`config.mk`:
```
export PLATFORM = sky130hd
export DESIGN_NAME = reg_file
export DESIGN_NICKNAME = d
export VERILOG_FILES = /design/src/hw/reg_file.sv
export SDC_FILE = /design/constraint.sdc
export NUM_CORES = 1
export LEC_CHECK = 0
export ABC_AREA = 0
export BUFFER_PORTS_ARGS = -buffer_cell sky130_fd_sc_hd__buf_2
export CAP_MARGIN = 0
export CELL_PAD_IN_SITES_DETAIL_PLACEMENT = 1
export CELL_PAD_IN_SITES_GLOBAL_PLACEMENT = 2
export CORE_ASPECT_RATIO = 1.75
export CORE_MARGIN = 2
export CORE_UTILIZATION = 49
export DETAILED_ROUTE_END_ITERATION = 8
export PLACE_DENSITY = 0.83
export SETUP_SLACK_MARGIN = 0.2
export SKIP_LAST_GASP = 1
export SYNTH_ARGS = -nofsm -noshare
export SYNTH_HDL_FRONTEND = slang
export SYNTH_SLANG_ARGS = --single-unit
```
`constraint.sdc`:
```
create_clock -name clk -period 2.8 [get_ports clk]
set_input_delay 0.28 -clock clk [delete_from_list [all_inputs] [get_ports clk]]
set_output_delay 0.28 -clock clk [all_outputs]
set_load 0.05 [all_outputs]
```
`src/hw/reg_file.sv`:
```
`timescale 1ns/1ns

module reg_file #(
	parameter int data_width = 16
) (
	input logic clk,
	input logic arst_n,
	input logic [3:0] rs_idx,
	input logic [3:0] rt_idx,
	output logic [data_width-1:0] rs_rdata,
	output logic [data_width-1:0] rt_rdata,
	input logic we,
	input logic [3:0] waddr,
	input logic [data_width-1:0] wdata,
	input logic [3:0] peek_idx,
	output logic [data_width-1:0] peek_data
);
	logic [data_width-1:0] regs [16];

	always_ff @(posedge clk or negedge arst_n) begin
		if (!arst_n) begin
			for (int i = 0; i < 16; i++)
				regs[i] <= '0;
		end else if (we && waddr != 4'd0) begin
			regs[waddr] <= wdata;   // R0 never written, so reads zero
		end
	end

	assign rs_rdata = regs[rs_idx];
	assign rt_rdata = regs[rt_idx];
	assign peek_data = regs[peek_idx];

endmodule

```
Word level (Yosys, flattened, before mapping):

Cells that the tools add are included.

* register bits after elaboration: 256
* latch bits: 0
* memory bits (writable): 0
* bits in read-only memories: 0
* memories: 0

* add/subtract/negate cells: 0
* multipliers: 0
* div/mod/pow operators: 0
* magnitude comparators: 5
* eq/ne operators: 0
* shifts and indexed selects: 0
* mux-type cells: 12
* bitwise logic cells: 4
* reduce and logical (&&, ||, !) cells: 3

Operator list (number)
* 256-bit bitwise mux: 1
* 16-bit binary-select mux with 4-bit select: 3
* 16-bit 2-to-1 mux: 7
* 16-bit demux with 4-bit select: 1
* 5-bit greater-or-equal comparator (second input constant): 4
* 4-bit NOT with 5-bit output: 4
* 5-bit by 1-bit less-than comparator with 1-bit output (second input constant): 1
* 4-bit nonzero test: 1
* 1-bit logical AND: 2

Logic depth before layout (Yosys ltp):

* depth in word-level cells: 6
* mapped depth: 5

Worst setup path after synthesis:

OpenSTA, ideal clock, no wires.

* path type: input -> output
* start point: input peek_idx[0]
* end point: output peek_data[0]
* arrival time: 1807 ps
* required time: 2520 ps
* slack: 713 ps
* stages: 5
* buffers on the path: 2
* path through: buf_2 > buf_2 > mux4_2 > a22oi_1 > nand2_1

* cells in the longest elaborated chain, start to end: 4

Ends and longest elaborated chain
* start, declared: RTL line 15 `input logic [3:0] peek_idx,`
* 4-bit NOT with 5-bit output (implied by the code): RTL line 31 `assign peek_data = regs[peek_idx];`
* 16-bit binary-select mux with 4-bit select: RTL line 31
* 16-bit 2-to-1 mux (implied by the code) (2 in series): RTL line 31
* end, declared: RTL line 16 `output logic [data_width-1:0] peek_data`

No other way between the ends. The select of a mux whose other input is x is not followed.

Worst setup path after layout:

* start point: register regs[85] (netlist name)
* end point: output rs_rdata[5]

* cells in the longest elaborated chain, start to end: 3

Ends and longest elaborated chain
* start, declared: RTL line 18 `logic [data_width-1:0] regs [16];`
* start signal, assigned by index: RTL line 25 `regs[waddr] <= wdata;`
* 16-bit binary-select mux with 4-bit select: RTL line 29 `assign rs_rdata = regs[rs_idx];`
* 16-bit 2-to-1 mux (implied by the code) (2 in series): RTL line 29
* end, declared: RTL line 10 `output logic [data_width-1:0] rs_rdata,`

No other way between the ends. The select of a mux whose other input is x is not followed.

==> impl_metrics.tcl <==
set metrics [dict create \
    top_cells_by_area_synth "sky130_fd_sc_hd__dfrtp_1 43%, sky130_fd_sc_hd__mux4_2 29%, sky130_fd_sc_hd__mux2_2 18%" \
    cts_buffers 26 \
    port_buffers 82 \
    ys_seq_elements 256 \
    path_depth 4 \
    cp-startpoint "regs[85]" \
    core_region_area_mm2 0.0302 \
    period_minus_slack_ns 2.41 \
    syn2layout_area_growth_pct 13.3 \
    synth.distinct_cells 21 \
    tritoncts "built" \
    post_cts_resized 0 \
    first_pass_iters 5 \
    routed_via_density 7.03 \
    finalWeightedCongestion 0.813 \
    drv.max_cap_violation_count 0 \
    synth-edff-count 0 \
    finish.net_count 1073 \
    setup_viol 0 \
    detailed_route_iter0_violations 727 \
    starting_density_of_the_core 0.499 \
    route.final.wire_length_um 49000 \
    filler_cell_count 2798 \
    largest_register_ffs 256 \
    endpoint "rs_rdata[5]" \
    r2r.worst_path.cells 1 \
    die_h_um 236 \
    row_count 84 \
    regMostFlops "regs" \
    largest_net_degree_at_the_start_of_global_routing 82 \
    grt_first_pass_wirelength_um 73800 \
    drc_errors 0 \
    placedInstanceArea_mm2 0.0162 \
    pwr_density_cell_mw_per_mm2 745 \
    synth-warning-count 0 \
    synth.net_count 1016 \
    worst-path-max-fanout 4 \
    crit_path_start_kind "register" \
    drive_above_1_share 0.600 \
    report.final.hold_viol_count 0 \
    worst-endpoint-required_ns 2.52 \
    vias 10100 \
    worst-slew-pin-transition_ns 0.723 \
    insertion_delay_ns 0.55 \
    number_of_sinks_driven_by_the_clock_tree 256 \
    setup.worst_path.class "register to output pin" \
    cts.clk_slew.worst_paths_ns 0.06 \
    postSynth.topFlopCell "sky130_fd_sc_hd__dfrtp_1" \
    synth.yosys.seq_area_share 0.426 \
    slew_violations 0 \
    cts_max_path_buffers 3 \
    synthesis.area_per_instance_um2 15.3 \
    via_count_of_the_first_global_routing_pass 11400 \
    synth_top_cells_by_count "256 x sky130_fd_sc_hd__dfrtp_1, 239 x sky130_fd_sc_hd__mux2_2, 192 x sky130_fd_sc_hd__mux4_2, 96 x sky130_fd_sc_hd__a22oi_1, 67 x sky130_fd_sc_hd__clkbuf_1" \
    kind_of_cell_with_the_highest_combined_delay_on_the_critical_path "multiplexers" \
    dieWidth_um 136 \
    gr-total-overflow 0 \
    seqCellArea_mm2 0.00641 \
    dieArea_mm2 0.0322 \
    rsz0062_at_grt "no" \
    wire_per_inst_um 34.0 \
    reg2reg_capture_point "regs[107]" \
    clk_root_buffer_cell "sky130_fd_sc_hd__clkbuf_16" \
    yosys.cell_count.top_type "sky130_fd_sc_hd__dfrtp_1" \
    cp.buffers_inverters 1 \
    critical_path.reg2reg.startpoint "regs[107]" \
    syn_inst_count 981 \
    biggestRegsByFlops "regs (256)" \
    final_min_period_over_clock_period 0.861 \
    finish.instance_area_mm2 0.0170 \
    status "finished clean" \
    async_flop_share 1.00 \
    synth_top_area_frac 0.426 \
    fmaxAchievable_mhz 415 \
    path_cells "mux4_2 > a22oi_1 > nand2_1 > buf_2" \
    cp-end-kind "output pin" \
    power_leakage_nw 7.07 \
    h_tree_depth 1 \
    max-vdd-ir-drop_mv 0.650 \
    multiInputGateArea_mm2 0.00816 \
    synth.cell_area_mm2 0.0150 \
    yosysTopAreaCell "sky130_fd_sc_hd__dfrtp_1" \
    ff2ff_setup_slack_ns 1.96 \
    finalSetupTns_ns 0 \
    timing.critical_path.arrival_ns 2.13 \
    critPathMaxStageDelay_ns 0.50 \
    finalClockSkew_ns 0 \
    gr-usage-all-layers 0.318 \
    timing.critical_path.slowest_stage_cell "sky130_fd_sc_hd__mux4_2" \
    final_antenna_violating_net_count 0 \
    worst_hold_path_type "primary input to register" \
    grt_antenna_before_repair 4 \
    place.detailed.hpwl_um 31100 \
    floorplan.io_pins 83 \
    max-slew-margin-rel 0.518 \
]
-- report_power, final --
part / internal [mW] / switching (mW)
Sequential: 4.51 / 0.832
Clock: 2.02 / 1.49
Combinational: 2.00 / 1.83
-- layer usage --
layer	share of wire	vias to the layer above	wire [um]	track usage
li1	-	4024	-	-
met2	0.53	469	26200	0.548
met4	0.049	0	2380	0.148
met1	0.35	5512	17200	0.382
met3	0.067	136	3270	0.0586
met5	0	-	0	0
-- final cells by class --
type,instances,area share
timing repair buffer,144,0.0672
clock inverter,6,0.00367
clock buffer,37,0.0460
multi-input combinational,610,0.479
antenna,2,0.000294
sequential,256,0.376
tap,387,0.0284
-- through the flow --
step	power [mW]	setup WS, ns	cells	hold WS, ns	utilization
6_report	12.7	0.390	1442	0.193	0.565
5_1_grt	13.2	0.321	1442	0.212	0.565
4_1_cts	12.8	0.386	1440	0.170	0.565
3_5_place_dp	9.21	0.533	1396	0.328	0.537
3_3_place_gp	8.99	0.537	1396	0.324	0.537
2_1_floorplan	8.02	0.713	981	-0.0156	-
-- cells in the final DEF (no fill, tap or decap) --
cell	synthesis	layout
sky130_fd_sc_hd__buf_2	36	78
sky130_fd_sc_hd__nand3_1	1	1
sky130_fd_sc_hd__bufinv_16	0	1
sky130_fd_sc_hd__mux4_2	192	192
sky130_fd_sc_hd__nand3b_1	3	3
sky130_fd_sc_hd__mux2_2	239	239
sky130_fd_sc_hd__clkbuf_8	0	7
sky130_fd_sc_hd__nand2_1	49	49
sky130_fd_sc_hd__nor2b_2	0	6
sky130_fd_sc_hd__diode_2	0	2
sky130_fd_sc_hd__buf_8	0	1
sky130_fd_sc_hd__a22oi_1	96	96
sky130_fd_sc_hd__nand2b_1	3	3
sky130_fd_sc_hd__dfrtp_1	256	256
sky130_fd_sc_hd__clkbuf_16	0	27
sky130_fd_sc_hd__and3_1	1	1
sky130_fd_sc_hd__clkinvlp_4	0	3
sky130_fd_sc_hd__clkbuf_1	67	3
sky130_fd_sc_hd__nor2_2	6	12
sky130_fd_sc_hd__clkinv_2	0	2
sky130_fd_sc_hd__mux2_1	1	1
sky130_fd_sc_hd__buf_4	2	44
sky130_fd_sc_hd__buf_12	0	20
sky130_fd_sc_hd__and2_1	3	3
sky130_fd_sc_hd__nor3b_1	1	1
sky130_fd_sc_hd__or3_1	3	3
sky130_fd_sc_hd__dlygate4sd3_1	0	1
-- worst min-delay path by stage --
stage,startpoint,end,slack (ns),depth (start not counted)
after floorplan,arst_n,regs[0],-0.02,0
after global placement,arst_n,regs[132],0.32,1
after detailed placement,arst_n,regs[132],0.33,1
after CTS,wdata[15],regs[239],0.17,2
after global routing,wdata[7],regs[215],0.21,2
final,wdata[0],regs[48],0.19,2
-- what timing repair did --
item / 4_1_cts / 5_1_grt
setup buffers: 0 / 0
hold buffers: 1 / 0
endpoints found under the hold margin: 74 / 0
-- kinds of logic after synthesis --
family                 share of synthesized area
flip-flops                                 0.426
AND/OR/NAND/NOR                           0.0252
AO/OA/AOI/OAI                             0.0479
buffers and inverters                     0.0337
multiplexers                               0.467
No activity file was read; power rests on OpenSTA's default activity.
