===== src/hw/fetch_unit.sv =====
`timescale 1ns/1ns

module fetch_unit #(
	parameter int imem_depth = 256
) (
	input logic clk,
	input logic arst_n,
	input logic run,
	input logic halted,
	input logic imem_we,
	input logic [$clog2(imem_depth)-1:0] imem_waddr,
	input logic [15:0] imem_wdata,
	input logic redirect,
	input logic [15:0] target,
	output logic issue,
	output logic [15:0] instr,
	output logic [15:0] pc_plus2,
	output logic [15:0] pc
);
	localparam int aw = $clog2(imem_depth);

	logic [15:0] imem [imem_depth];
	logic wait_q;   // Execute phase of the current instruction

	assign issue = run && !halted && !wait_q;
	assign instr = imem[pc[aw:1]];   // Word addressed
	assign pc_plus2 = pc + 16'd2;

	always_ff @(posedge clk) begin
		if (imem_we)
			imem[imem_waddr] <= imem_wdata;
	end

	always_ff @(posedge clk or negedge arst_n) begin
		if (!arst_n) begin
			pc <= 16'd0;
			wait_q <= 1'b0;
		end else if (!run) begin
			pc <= 16'd0;
			wait_q <= 1'b0;
		end else if (wait_q) begin
			wait_q <= 1'b0;
			pc <= redirect ? target : pc_plus2;
		end else if (issue) begin
			wait_q <= 1'b1;
		end
	end

	a_redirect_in_wait: assert property (@(posedge clk) disable iff (!arst_n)
		redirect |-> wait_q);

endmodule


===== config.mk =====
export PLATFORM = sky130hd
export DESIGN_NAME = fetch_unit
export DESIGN_NICKNAME = d
export VERILOG_FILES = /design/src/hw/fetch_unit.sv
export SDC_FILE = /design/constraint.sdc
export NUM_CORES = 2
export LEC_CHECK = 0
export BUFFER_PORTS_ARGS = -buffer_cell sky130_fd_sc_hd__buf_2
export CORE_MARGIN = 3
export CORE_UTILIZATION = 46
export CTS_CLUSTER_SIZE = 25
export DETAILED_ROUTE_END_ITERATION = 10
export GPL_TIMING_DRIVEN = 0
export MAX_ROUTING_LAYER = met4
export PLACE_DENSITY_LB_ADDON = 0.25
export SLEW_MARGIN = 5
export SYNTH_ARGS = -nofsm -noshare
export SYNTH_HDL_FRONTEND = slang
export SYNTH_SLANG_ARGS = --single-unit

===== constraint.sdc =====
create_clock -name clk -period 2.24 [get_ports clk]
set_input_delay 0.112 -clock clk [delete_from_list [all_inputs] [get_ports clk]]
set_output_delay 0.112 -clock clk [all_outputs]
set_load 0.01 [all_outputs]

# After elaboration in Yosys (flattened, before gate mapping)
# Memories as Yosys holds them, arrays and structs flattened.
# Index checks and enable logic that the tools add are counted.
# Widths: inputs -> output; s select.
[totals]
regBits = 17
latchBits = 0
ramBits = 4096
rom_bits = 0
inputBits = 46
n_memories = 1
[mem_list]
columns = ["memory", "words", "word_bits", "read_ports", "rd_clocked_by_memory_dff", "write_ports", "line_no", "rtl"]
rows = [
  ["imem", 256, 16, 1, 0, 1, "22", "logic [15:0] imem [imem_depth];"],
]
[classes]
addsub = 1
n_mul = 0
div = 0
order_cmp = 0
eq_ne = 1
shifts = 0
n_mux = 8
n_bitwise = 0
reduce_logical = 4
[op_table]
columns = ["operator", "count"]
rows = [
  ["$mux 16", 3],
  ["$add 16x2->16 const B", 1],
  ["$mux 1", 5],
  ["$logic_and 1x1->1", 2],
  ["$logic_not 1->1", 2],
  ["$ne 2x1->1 const B", 1],
]

# Longest topological paths before layout
[logic_depth]
word_depth = 6
ltp_mapped = 13

# Least setup slack after synthesis
# No wires, ideal clock.
[synth_timing]
kind = "flip-flop to output port"
start = "reg pc[2]"
end = "out instr[13]"
arrival_ns = 2.534
required_time_ns = 2.128
path_slack_ns = -0.406
path_stages_with_launch = 11
n_path_buf = 4
cell_sequence = "dfrtp_1 buf_4 or2_1 buf_6 buf_2 buf_1 o221ai_1 nor2_1 a2111oi_0 nand4_1 nor4_1"
[synth_between]
elab_chain_len = 1
[synth_rtl]
columns = ["element", "line_no", "rtl"]
rows = [
  ["start: declaration", "18", "output logic [15:0] pc"],
  ["start signal: assignment", "43", "pc <= redirect ? target : pc_plus2;"],
  ["$mem_v2 256x16", "n/a", ""],
  ["end: declaration", "16", "output logic [15:0] instr,"],
]
# Every way passes these cells.

# Final worst setup path
[layout_timing]
start = "reg pc[6]"
end = "out instr[4]"
# Same word-level chain as after synthesis.

==> flow_metrics.env <==
export IMPL_comb_power_share_pct=7.9
export IMPL_cp_max_fo=10
export IMPL_finish_net_count=8690
export IMPL_number_of_enable_type_register_cells_in_the_synthesized_netlist=4096
export IMPL_drive_gt1_share_pct=35.1
export IMPL_synth_cell_area_mm2=0.160
export IMPL_cp_start_kind="flop"
export IMPL_ios=95
export IMPL_setup_tns_ns=-89.66
export IMPL_cell_internal_pwr_mw=129
export IMPL_total_detailed_routing_wirelength_um=661000
export IMPL_fin_crit_ns=5.32
export IMPL_max_cap_violations=1
export IMPL_slew_limit_headroom_pct=-1.14
export IMPL_max_clock_path_buffers=4
export IMPL_power_leakage_nw=60.5
export IMPL_crit_buf_inv=2
export IMPL_area_of_the_multi_input_gates_mm2=0.0380
export IMPL_clk_latency_ns=1.00
export IMPL_track_usage_pct=37.9
export IMPL_synthDominantAreaCellType="edfxtp_1"
export IMPL_tritoncts_num_buffers=419
export IMPL_grt_first_pass_wirelength_um=848000
export IMPL_dpl_hpwl_um=464000
export IMPL_timing_critical_path_cells="buf_12 -> nor4bb_1 -> nand2_2 -> a2111oi_2 -> nor4_4 -> nand4_1 -> or3_4 -> a21oi_4 -> buf_6"
export IMPL_drcViolationCount=0
export IMPL_cp_data_required_time_ns=2.13
export IMPL_std_cell_rows=216
export IMPL_clock_sink_count=4113
export IMPL_cts_tree="built"
export IMPL_synth_async_sr_flop_share_pct=0.413
export IMPL_syn_mean_instance_area_um2=21.3
export IMPL_floorplan_die_width_um=596
export IMPL_globalplace_congestion=1.09
export IMPL_ys_warn_count=0
export IMPL_p_per_area_mw_per_mm2=861
export IMPL_number_of_antenna_violations_at_the_first_check_in_global_routing=66
export IMPL_drt_initial_drc_count=17300
export IMPL_net_switching_power_mw=39.3
export IMPL_grt_overflow=0
export IMPL_violations="max-capacitance violations, max-slew violations, negative setup slack"
export IMPL_cts_htree_levels=5
export IMPL_storage_cell_area_mm2=0.123
export IMPL_initial_utilization_pct=46.3
export IMPL_final_cell_mix="4096 x edfxtp_1, 801 x mux4_2, 472 x mux2i_1"
export IMPL_drv_slew=11
export IMPL_first_global_vias=86300
export IMPL_die_area_mm2=0.356
export IMPL_synthDistinctLibCells=78
export IMPL_vdd_ir_drop_worst_v=0.000723
export IMPL_postSynthNetCount=7572
export IMPL_worst_setup_margin_ns=-3.08
export IMPL_path_delay_family="simple AND/OR/NAND/NOR gates"
export IMPL_avgRoutedWirePerCell_um=48.5
export IMPL_cts_root_buffer_cell="clkbuf_16"
export IMPL_max_freq_mhz=188
export IMPL_crit_path_top_delay_cell="nor4bb_1"
export IMPL_numPortBuffers=88
export IMPL_crit_path_dat_ns=5.21
export IMPL_dpl_worst_slack_ns=-4.78
export IMPL_synthToLayoutAreaGrowth_pct=22.1
export IMPL_timing_worst_slew_pin_value_ns=1.52
export IMPL_regToRegSetupSlack_ns=-0.46
export IMPL_clock_skew_final_ns=0.00333
export IMPL_vias=92900
export IMPL_critical_path_class="reg -> out"
export IMPL_synth_top_area_share_pct=76.7
export IMPL_ant_nets=0
export IMPL_route_detailed_vias_per_inst=6.82
export IMPL_power_switching_fraction_pct=23.4
export IMPL_finalHoldViolations=0
export IMPL_synth_area_top_cells="edfxtp_1 77%, mux4_2 11%, mux2i_1 3.0%"
export IMPL_cp_slowest_stage_delay_ns=0.81
export IMPL_setup_violations_final=436
export IMPL_share_of_the_clock_period_used_by_the_worst_path_after_layout_pct=238
export IMPL_die_height_um=596
export IMPL_filler_cell_count=25400
export IMPL_layout_commonest_cell="edfxtp_1"
export IMPL_drt_pass1_iter_count=8
export IMPL_worst_hold_path_type="in -> reg"
export IMPL_largest_net_degree_at_the_start_of_global_routing=150
export IMPL_p_clk_share_pct=41.7
export IMPL_fin_util_pct=56.5
export IMPL_rsz0062_at_grt="true"
export IMPL_postSynthCellCount=7525
export IMPL_run_status="complete, but fails checks"
export IMPL_fp_coreArea_mm2=0.346
export IMPL_ys_flop_type="edfxtp_1"
export IMPL_power_share_sequential_pct=50.4
export IMPL_synth_ff_latch_count=4113
export IMPL_timing_critical_path_to_type="output port"
export IMPL_post_layout_instance_area_mm2=0.196
export IMPL_seq_area_frac_synth_pct=77.0
export IMPL_dpl_instance_area_mm2=0.172
export IMPL_clk_transition_reported_paths_ns=0.06
Yosys cell counts, types with 26 or more instances:
| cell | number |
|---|---|
| nand4_1 | 27 |
| a22oi_1 | 56 |
| nand3_1 | 48 |
| buf_4 | 43 |
| nand2_1 | 121 |
| a211oi_1 | 67 |
| buf_2 | 94 |
| mux2i_1 | 487 |
| mux4_1 | 44 |
| edfxtp_1 | 4096 |
| o21ai_0 | 46 |
| clkbuf_1 | 153 |
| a31oi_1 | 26 |
| mux4_2 | 801 |
| nor3_1 | 146 |
| buf_1 | 39 |
| a21oi_1 | 86 |
| o221ai_1 | 148 |
| nor2_1 | 401 |
| buf_6 | 69 |
| mux2_2 | 46 |
| o22ai_1 | 99 |
| nor4_1 | 70 |
kinds of logic after synthesis:
logic type               count (synthesis)  share of synthesized area, %
AO/OA/AOI/OAI                          648                          2.96
XOR/XNOR                                13                        0.0710
adder cells (fa/ha/maj)                  1                       0.00780
buffers and inverters                  464                          2.02
flip-flops                            4113                          77.0
multiplexers                          1378                          15.3
AND/OR/NAND/NOR                        908                          2.61
path summary, 6_finish.rpt:
check,startpoint,end,cells past startpoint
hold / removal,imem_waddr[6],imem[236][14],3
setup / recovery,pc[6],instr[4],9
hold reg to reg,pc[12],pc[12],2
min in group asynchronous,arst_n,pc[8],3
max in group asynchronous,arst_n,pc[6],3
setup reg to reg,pc[1],pc[11],12
sequential cells by signal, indices dropped and copies added, names as in the netlist:
| name | cells |
|---|---|
| pc | 16 |
| imem | 4096 |
| wait_q | 1 |
routing by layer:
metal	wire (um)	vias up	track usage, %
li1	-	34200	-
met2	281000	7619	51.8
met4	50100	0	22.3
met5	0	-	-
met3	95000	1616	13.5
met1	235000	49500	48.9
stage by stage:
| step | total power [mW] | hold slack [ns] | instances |
|---|---|---|---|
| after floorplan | 91.2 | -0.184 | 7525 |
| after global placement | 97.4 | 0.0717 | 12200 |
| after detailed placement | 97.6 | 0.0821 | 12400 |
| after CTS | 168 | 0.00208 | 13400 |
| after global routing | 171 | 0.0231 | 13600 |
| final | 168 | 0.0523 | 13600 |
power groups by stage:
| stage | Sequential [mW] | Clock [mW] | Combinational [mW] |
|---|---|---|---|
| 4_1_cts | 84.9 | 70.3 | 12.5 |
| 5_1_grt | 84.8 | 73.4 | 13.3 |
| 3_3_place_gp | 86.8 | 0 | 10.6 |
| 2_1_floorplan | 86.5 | 0 | 4.68 |
| 3_5_place_dp | 86.5 | 0 | 11.1 |
| 6_report | 84.9 | 70.2 | 13.4 |
tightest hold or removal path: stages:
cell and delay, ns:
buf_2 0.15, nand3_2 0.42, nor2_2 0.19
area by class of cell:
| class | count | area share [%] |
|---|---|---|
| Sequential cell | 4113 | 63.1 |
| Clock inverter | 258 | 1.38 |
| Buffer | 456 | 3.03 |
| Tap cell | 4578 | 2.93 |
| Multi-Input combinational cell | 2948 | 19.4 |
| Timing Repair Buffer | 697 | 4.51 |
| Inverter | 8 | 0.0205 |
| Antenna cell | 59 | 0.0755 |
| Clock buffer | 507 | 5.56 |
repair_timing:
item	4_1_cts	5_1_grt
hold buffers	73	3
endpoints found under the hold margin	2625	9
endpoints found under the setup margin	1198	1024
pin swaps	105	103
setup buffers	138	137
cloned	3	2
gates resized for setup	1075	247
Note: power is estimated with default switching activity, not from simulation.
