**src/hw/cpu_pkg.sv**
```systemverilog
package cpu_pkg;

	// Top nibble of every instruction word
	typedef enum logic [3:0] {
		op_add = 4'h0, op_sub = 4'h1, op_xor = 4'h2, op_red = 4'h3,
		op_sll = 4'h4, op_sra = 4'h5, op_ror = 4'h6, op_paddsb = 4'h7,
		op_lw = 4'h8, op_sw = 4'h9, op_llb = 4'ha, op_lhb = 4'hb,
		op_b = 4'hc, op_br = 4'hd, op_pcs = 4'he, op_hlt = 4'hf
	} opcode_e;

	typedef enum logic [3:0] {
		alu_add = 4'd0,
		alu_sub = 4'd1,
		alu_xor = 4'd2,
		alu_sll = 4'd4,
		alu_sra = 4'd5,
		alu_ror = 4'd6,
		alu_addr = 4'd10, // Address add, flags untouched
		alu_llb = 4'd11,
		alu_lhb = 4'd12,
		alu_pass = 4'd13  // Source 1 straight through
	} alu_op_e;

	typedef enum logic [2:0] {
		cond_ne = 3'd0, cond_eq = 3'd1, cond_gt = 3'd2, cond_lt = 3'd3,
		cond_ge = 3'd4, cond_le = 3'd5, cond_ov = 3'd6, cond_always = 3'd7
	} cond_e;

	typedef struct packed {
		opcode_e opcode;
		logic [3:0] rd;
		logic [3:0] rs;
		logic [3:0] rt;   // Also the 4-bit immediate
	} r_fmt_t;

	typedef struct packed {
		opcode_e opcode;
		logic [3:0] rd;
		logic [7:0] imm8;
	} i_fmt_t;

	typedef struct packed {
		opcode_e opcode;
		cond_e cond;
		logic [8:0] imm9;
	} b_fmt_t;

	typedef union packed {
		r_fmt_t r_fmt;
		i_fmt_t i_fmt;
		b_fmt_t b_fmt;
	} instr_u;

	// APB byte offsets
	localparam logic [7:0] reg_ctrl_addr = 8'h00;
	localparam logic [7:0] reg_status_addr = 8'h04;
	localparam logic [7:0] reg_imem_addr = 8'h08;
	localparam logic [7:0] reg_peek_addr = 8'h0c;

endpackage

```
**src/hw/apb_regs.sv**
```systemverilog
`timescale 1ns/1ns

module apb_regs #(
	parameter int imem_depth = 256,
	parameter int data_width = 16
) (
	input logic clk,
	input logic arst_n,
	input logic psel,
	input logic penable,
	input logic pwrite,
	input logic [7:0] paddr,
	input logic [31:0] pwdata,
	output logic [31:0] prdata,
	output logic pready,
	output logic pslverr,
	output logic run,
	output logic imem_we,
	output logic [$clog2(imem_depth)-1:0] imem_waddr,
	output logic [15:0] imem_wdata,
	output logic [3:0] peek_idx,
	input logic [data_width-1:0] peek_data,
	input logic [15:0] pc,
	input logic halted,
	input logic error
);
	localparam int aw = $clog2(imem_depth);

	logic setup;
	logic access;
	logic bad_access;
	logic wr_commit;
	logic start_pend;   // Run comes back one cycle after a CTRL write

	assign setup = psel && !penable;
	assign access = psel && penable;

	always_comb begin
		bad_access = !(paddr inside {cpu_pkg::reg_ctrl_addr, cpu_pkg::reg_status_addr,
			cpu_pkg::reg_imem_addr, cpu_pkg::reg_peek_addr});
		if (pwrite && paddr == cpu_pkg::reg_imem_addr && run)
			bad_access = 1'b1;   // Program memory is locked while running
	end

	// Error was settled in the setup phase
	assign wr_commit = access && pwrite && !pslverr;

	assign imem_we = wr_commit && paddr == cpu_pkg::reg_imem_addr;
	assign imem_waddr = pwdata[16+aw-1:16];
	assign imem_wdata = pwdata[15:0];

	always_ff @(posedge clk or negedge arst_n) begin
		if (!arst_n) begin
			pready <= 1'b0;
			pslverr <= 1'b0;
			run <= 1'b0;
			start_pend <= 1'b0;
			peek_idx <= 4'd0;
		end else begin
			pready <= setup;
			pslverr <= setup && bad_access;
			if (start_pend) begin
				run <= 1'b1;
				start_pend <= 1'b0;
			end
			// A low cycle on run clears halt state and rewinds the pc
			if (wr_commit && paddr == cpu_pkg::reg_ctrl_addr) begin
				run <= 1'b0;
				start_pend <= pwdata[0];
			end
			if (wr_commit && paddr == cpu_pkg::reg_peek_addr)
				peek_idx <= pwdata[3:0];
		end
	end

	always_comb begin
		case (paddr)
			cpu_pkg::reg_ctrl_addr: prdata = {31'd0, run};
			cpu_pkg::reg_status_addr: prdata = {pc, 14'd0, error, halted};
			cpu_pkg::reg_peek_addr: prdata = {{(32-data_width){1'b0}}, peek_data};
			default: prdata = 32'd0;
		endcase
	end

	a_no_wait: assert property (@(posedge clk) disable iff (!arst_n)
		psel && penable |-> pready);
	a_imem_locked: assert property (@(posedge clk) disable iff (!arst_n)
		imem_we |-> !run);

endmodule

```
**config.mk**
```make
export PLATFORM = sky130hd
export DESIGN_NAME = apb_regs
export DESIGN_NICKNAME = d
export VERILOG_FILES = /design/src/hw/cpu_pkg.sv /design/src/hw/apb_regs.sv
export SDC_FILE = /design/constraint.sdc
export NUM_CORES = 1
export LEC_CHECK = 0
export ABC_AREA = 0
export BUFFER_PORTS_ARGS = -buffer_cell sky130_fd_sc_hd__buf_2
export CAP_MARGIN = 10
export CORE_ASPECT_RATIO = 1.25
export CORE_UTILIZATION = 25
export CTS_BUF_LIST = sky130_fd_sc_hd__clkbuf_8
export CTS_CLUSTER_SIZE = 20
export DETAILED_ROUTE_END_ITERATION = 6
export PLACE_DENSITY_LB_ADDON = 0.15
export RECOVER_POWER = 25
export SLEW_MARGIN = 40
export SYNTH_ARGS = -nofsm -noshare
export SYNTH_HDL_FRONTEND = slang
export SYNTH_SLANG_ARGS = --single-unit
```
**constraint.sdc**
```tcl
create_clock -name clk -period 3.71 [get_ports clk]
set_clock_uncertainty 0.15 [all_clocks]
set_input_delay 1.113 -clock clk [delete_from_list [all_inputs] [get_ports clk]]
set_output_delay 1.113 -clock clk [all_outputs]
set_load 0.02 [all_outputs]
```
# Word-level counts from Yosys, hierarchy flattened
# Cells that the tools add are included.
[word_totals]
input_bits = 79
reg_bits = 8
output_inout_bits = 64
[op_classes]
reduce_logical = 16
n_mux = 5
eq_ne = 3
[op_table]
columns = ["cell", "count"]
rows = [
  ["$pmux 32 s3", 1],
  ["$eq 8x4->1 const B", 2],
  ["$logic_and 1x1->1", 10],
  ["$eq 8x3->1 const B", 1],
  ["$logic_not 8->1", 1],
  ["$mux 1", 4],
  ["$reduce_bool 4->1", 1],
  ["$logic_not 1->1", 3],
  ["$reduce_bool 2->1", 1],
]

# Logic depth before layout (Yosys ltp)
[depth]
word_depth = 5
ltp_mapped = 5
depth_no_buf = 3

# Worst setup path after synthesis
# Ideal clock, no wire load.
[synth_timing]
path_kind = "input -> output"
startpoint = "input port paddr[1]"
endpoint = "output port prdata[16]"
setup_slack_ns = -0.285
t_arrival_ns = 2.732
path_stages = 5
t_required_ns = 2.447
path_cell_list = "or4_1 > buf_2 > nor4_1 > clkbuf_1 > and2_1"
[synth_via]
elab_chain_len = 2
[synth_lines]
columns = ["item", "line", "text"]
rows = [
  ["start, declared", "apb_regs.sv:12", "input logic [7:0] paddr,"],
  ["$eq 8x4->1, or another cell as far along", "apb_regs.sv:77", "case (paddr)"],
  ["$pmux 32 s3 (*)", "apb_regs.sv:77", ""],
  ["end, declared", "apb_regs.sv:14", "output logic [31:0] prdata,"],
]
# Every way passes the cells marked *; elsewhere a longest branch is shown, timed or not.

# Worst setup path in the final report
[layout_timing]
startpoint = "input port paddr[1]"
endpoint = "output port prdata[13]"
# Same word-level chain as after synthesis.

==> flow_metrics.env <==
export IMPL_status="finished, final reports clean"
export IMPL_p_int_w=0.0001870
export IMPL_synth_top_family_by_area="simple AND/OR/NAND/NOR gates"
export IMPL_critical_path_max_stage_delay_ns=0.58
export IMPL_cp_required_ns=2.45
export IMPL_drv_slew=0
export IMPL_switchingPower_w=0.00006044
export IMPL_viasPerCell=4.522
export IMPL_slew_headroom=0.7056
export IMPL_p_leak_nw=0.7937
export IMPL_grt_overflow=0
export IMPL_place_area_mm2=0.001202
export IMPL_root_buffer="clkbuf_8"
export IMPL_power_density_mw_per_mm2=176.3
export IMPL_die_h_um=65.87
export IMPL_synthAdderAreaFrac=0
export IMPL_drt_pass1_iter_count=2
export IMPL_ant_nets=0
export IMPL_cp_max_fo=7
export IMPL_finalHoldViolations=0
export IMPL_synth_warnings=0
export IMPL_num_vias=927
export IMPL_layout_drive_gt1_share=0.7633
export IMPL_synth_compound_area_share=0.02147
export IMPL_start_util=0.2694
export IMPL_drc=0
export IMPL_clk_pin_slew_worst_paths_ns=0.04
export IMPL_synth_xor_area_share=0
export IMPL_yosys_mux_area_fraction=0.09816
export IMPL_start_kind="primary input"
export IMPL_ys_types=25
export IMPL_cts_sink_count=8
export IMPL_insertion_delay_ns=0.23
export IMPL_fin_area_mm2=0.001404
export IMPL_path_cells="buf_2 > or4_4 > nor3_4 > buf_6 > and2_2 > buf_4"
export IMPL_crit_family="simple AND/OR/NAND/NOR gates"
export IMPL_synthSimpleGateAreaFrac=0.3589
export IMPL_antenna_found_initial=0
export IMPL_grt_pass1_vias=787
export IMPL_r2r_setup_slack_ns=2.03
export IMPL_core_mm2=0.003028
export IMPL_yosysSeqAreaShare=0.2454
export IMPL_nets=250
export IMPL_p_clk_frac=0.419
export IMPL_ys_ff_latch=8
export IMPL_comb_power_share=0.215
export IMPL_layout_min_cycle_time_ns=3.675
export IMPL_hold_slack_ns=0.3398
export IMPL_cap_violations=0
export IMPL_rr_startpoint="pslverr"
export IMPL_final_common_cell="buf_2"
export IMPL_drtIter0Drc=7
export IMPL_timing_critical_path_buf_inv=3
export IMPL_syn_nets=175
export IMPL_wire_per_inst_um=13.09
export IMPL_synth_area_um2=815.8
export IMPL_setup_violations=0
export IMPL_worst_slack_ns=0.03465
export IMPL_htree_levels=1
export IMPL_place_ws_ns=-0.1187
export IMPL_reg2reg_to="peek_idx[3]"
export IMPL_clock_path_buffers=2
export IMPL_critPathCaptureType="output port"
export IMPL_dp_cells=201
export IMPL_dpl_hpwl_um=2058
export IMPL_r2r_cells=3
export IMPL_period_share=0.9907
export IMPL_fin_setup_tns_ns=0
export IMPL_swShare=0.2442
export IMPL_antenna_cells=0
export IMPL_syn2layout_area_growth_pct=72.09
export IMPL_rsz0062_at_grt="true"
export IMPL_crit_end="prdata[13]"
export IMPL_worst_path_stages=6
export IMPL_grt_pass1_wl_um=3346
export IMPL_portBuffers=94
export IMPL_cts_setup_buffers=0
export IMPL_pin_count=143
export IMPL_hp_class="flop to flop"
export IMPL_grt_usage=0.1309
export IMPL_layout_common_cells="59 x buf_2, 20 x and2_2, 18 x buf_6, 18 x buf_4, 12 x and2_1"
export IMPL_syn_area_per_cell_um2=8.498
export IMPL_grt_max_degree=17
export IMPL_seq_power_share=0.366
export IMPL_cts_made_buffers=3
export IMPL_worstPathArrival_ns=2.41
export IMPL_wl_um=2684
export IMPL_instances_no_fill=205
export IMPL_cp_slowest_cell="or4_4"
export IMPL_die_area_mm2=0.003497
export IMPL_worst_pin_slew_ns=0.4417
export IMPL_die_width_um=53.10
export IMPL_crit_type="primary input to output port"
export IMPL_row_count=22
export IMPL_cts_tree="done"
export IMPL_place_congestion=0.6592
export IMPL_peakVddDrop_mv=0.1580
export IMPL_critPathLaunch="paddr[1]"
export IMPL_netlist_instances=96
export IMPL_fmax_mhz=272.1
==> stage by stage <==
stage | total power, W | utilization
4_1_cts | 0.0002522 | 0.4223
3_5_place_dp | 0.0001437 | 0.3971
3_3_place_gp | 0.0001427 | 0.3971
5_1_grt | 0.0002629 | 0.4636
6_report | 0.0002475 | 0.4636
2_1_floorplan | 0.0001446 | -
==> cells by family (layout without fill, tap and decap cells) <==
group / after synthesis / after routing
buf+inv: 32 / 105
simple gates: 47 / 47
mux: 6 / 6
compound gates: 3 / 3
flops: 8 / 8
==> metal layers <==
layer  up-vias  global-route usage  part of all wire  wire length (um)
li1        431                   -                 -                 -
met1       424              0.1221              0.32               866
met2        68              0.2627              0.56              1510
met3         4             0.01609              0.11               297
met4         0             0.06579            0.0037                10
met5         -                   0                 0                 0
==> sequential cells by signal, summed over array words and instances, names as in the netlist <==
| name | count |
|---|---|
| peek_idx | 4 |
| pready | 1 |
| pslverr | 1 |
| run | 1 |
| start_pend | 1 |
==> cell usage after synthesis <==
| cell | count | area, um2 |
|---|---|---|
| a21boi_0 | 1 | 7.510 |
| a21oi_1 | 1 | 5.000 |
| and2_1 | 32 | 200.2 |
| and3_1 | 1 | 6.260 |
| buf_2 | 1 | 5.000 |
| buf_4 | 24 | 180.2 |
| buf_6 | 1 | 11.26 |
| clkbuf_1 | 3 | 11.26 |
| clkdlybuf4s15_1 | 1 | 10.01 |
| dfrtp_1 | 8 | 200.2 |
| inv_1 | 2 | 7.510 |
| mux2_4 | 4 | 60.06 |
| mux2i_1 | 2 | 20.02 |
| nand2_1 | 1 | 3.750 |
| nand3_1 | 1 | 5.000 |
| nand4_1 | 1 | 6.260 |
| nand4b_1 | 1 | 8.760 |
| nor2_1 | 2 | 7.510 |
| nor2b_1 | 1 | 6.260 |
| nor3_1 | 1 | 5.000 |
| nor4_1 | 3 | 18.77 |
| o21ai_0 | 1 | 5.000 |
| or2_2 | 1 | 6.260 |
| or4_1 | 1 | 7.510 |
| or4_4 | 1 | 11.26 |
==> power groups by stage <==
stage               Combinational [W]  Sequential (W)  Clock (W)
finish                      0.0000532       0.0000905   0.000104
global route                0.0000585       0.0000907   0.000114
CTS                         0.0000536       0.0000906   0.000108
detailed placement          0.0000520       0.0000917          0
global placement            0.0000511       0.0000915          0
floorplan                   0.0000506       0.0000940          0
==> worst min path at each step <==
stage / start / endpoint / slack (ns) / cells past startpoint
detailed placement: start_pend / run / 0.34 / 2
CTS: start_pend / run / 0.35 / 2
global route: peek_idx[1] / peek_idx[1] / 0.38 / 1
finish: start_pend / run / 0.34 / 2
global placement: peek_idx[1] / peek_idx[1] / 0.34 / 1
floorplan: start_pend / run / 0.32 / 2
==> worst min-delay path, stage by stage, from the launching register on <==
cell and delay [ns]:
dfrtp_1 0.32, nor2_1 0.04, a21oi_1 0.09
==> what timing repair did <==
item                                    4_1_cts  5_1_grt
pin swaps                                     1        0
hold buffers                                  0        0
endpoints found under the setup margin       33       31
gates resized for setup                       7       45
gates cloned                                  1        0
==> final cells by class <==
type | instances | area [um2]
clock buffers | 3 | 41.29
well taps | 36 | 45.04
repair buffers | 100 | 651.9
inverters | 2 | 7.507
fillers | 297 | 1624
flip-flops and latches | 8 | 200.2
multi-input cells | 56 | 457.9
Power figures use the tool's default switching activity.
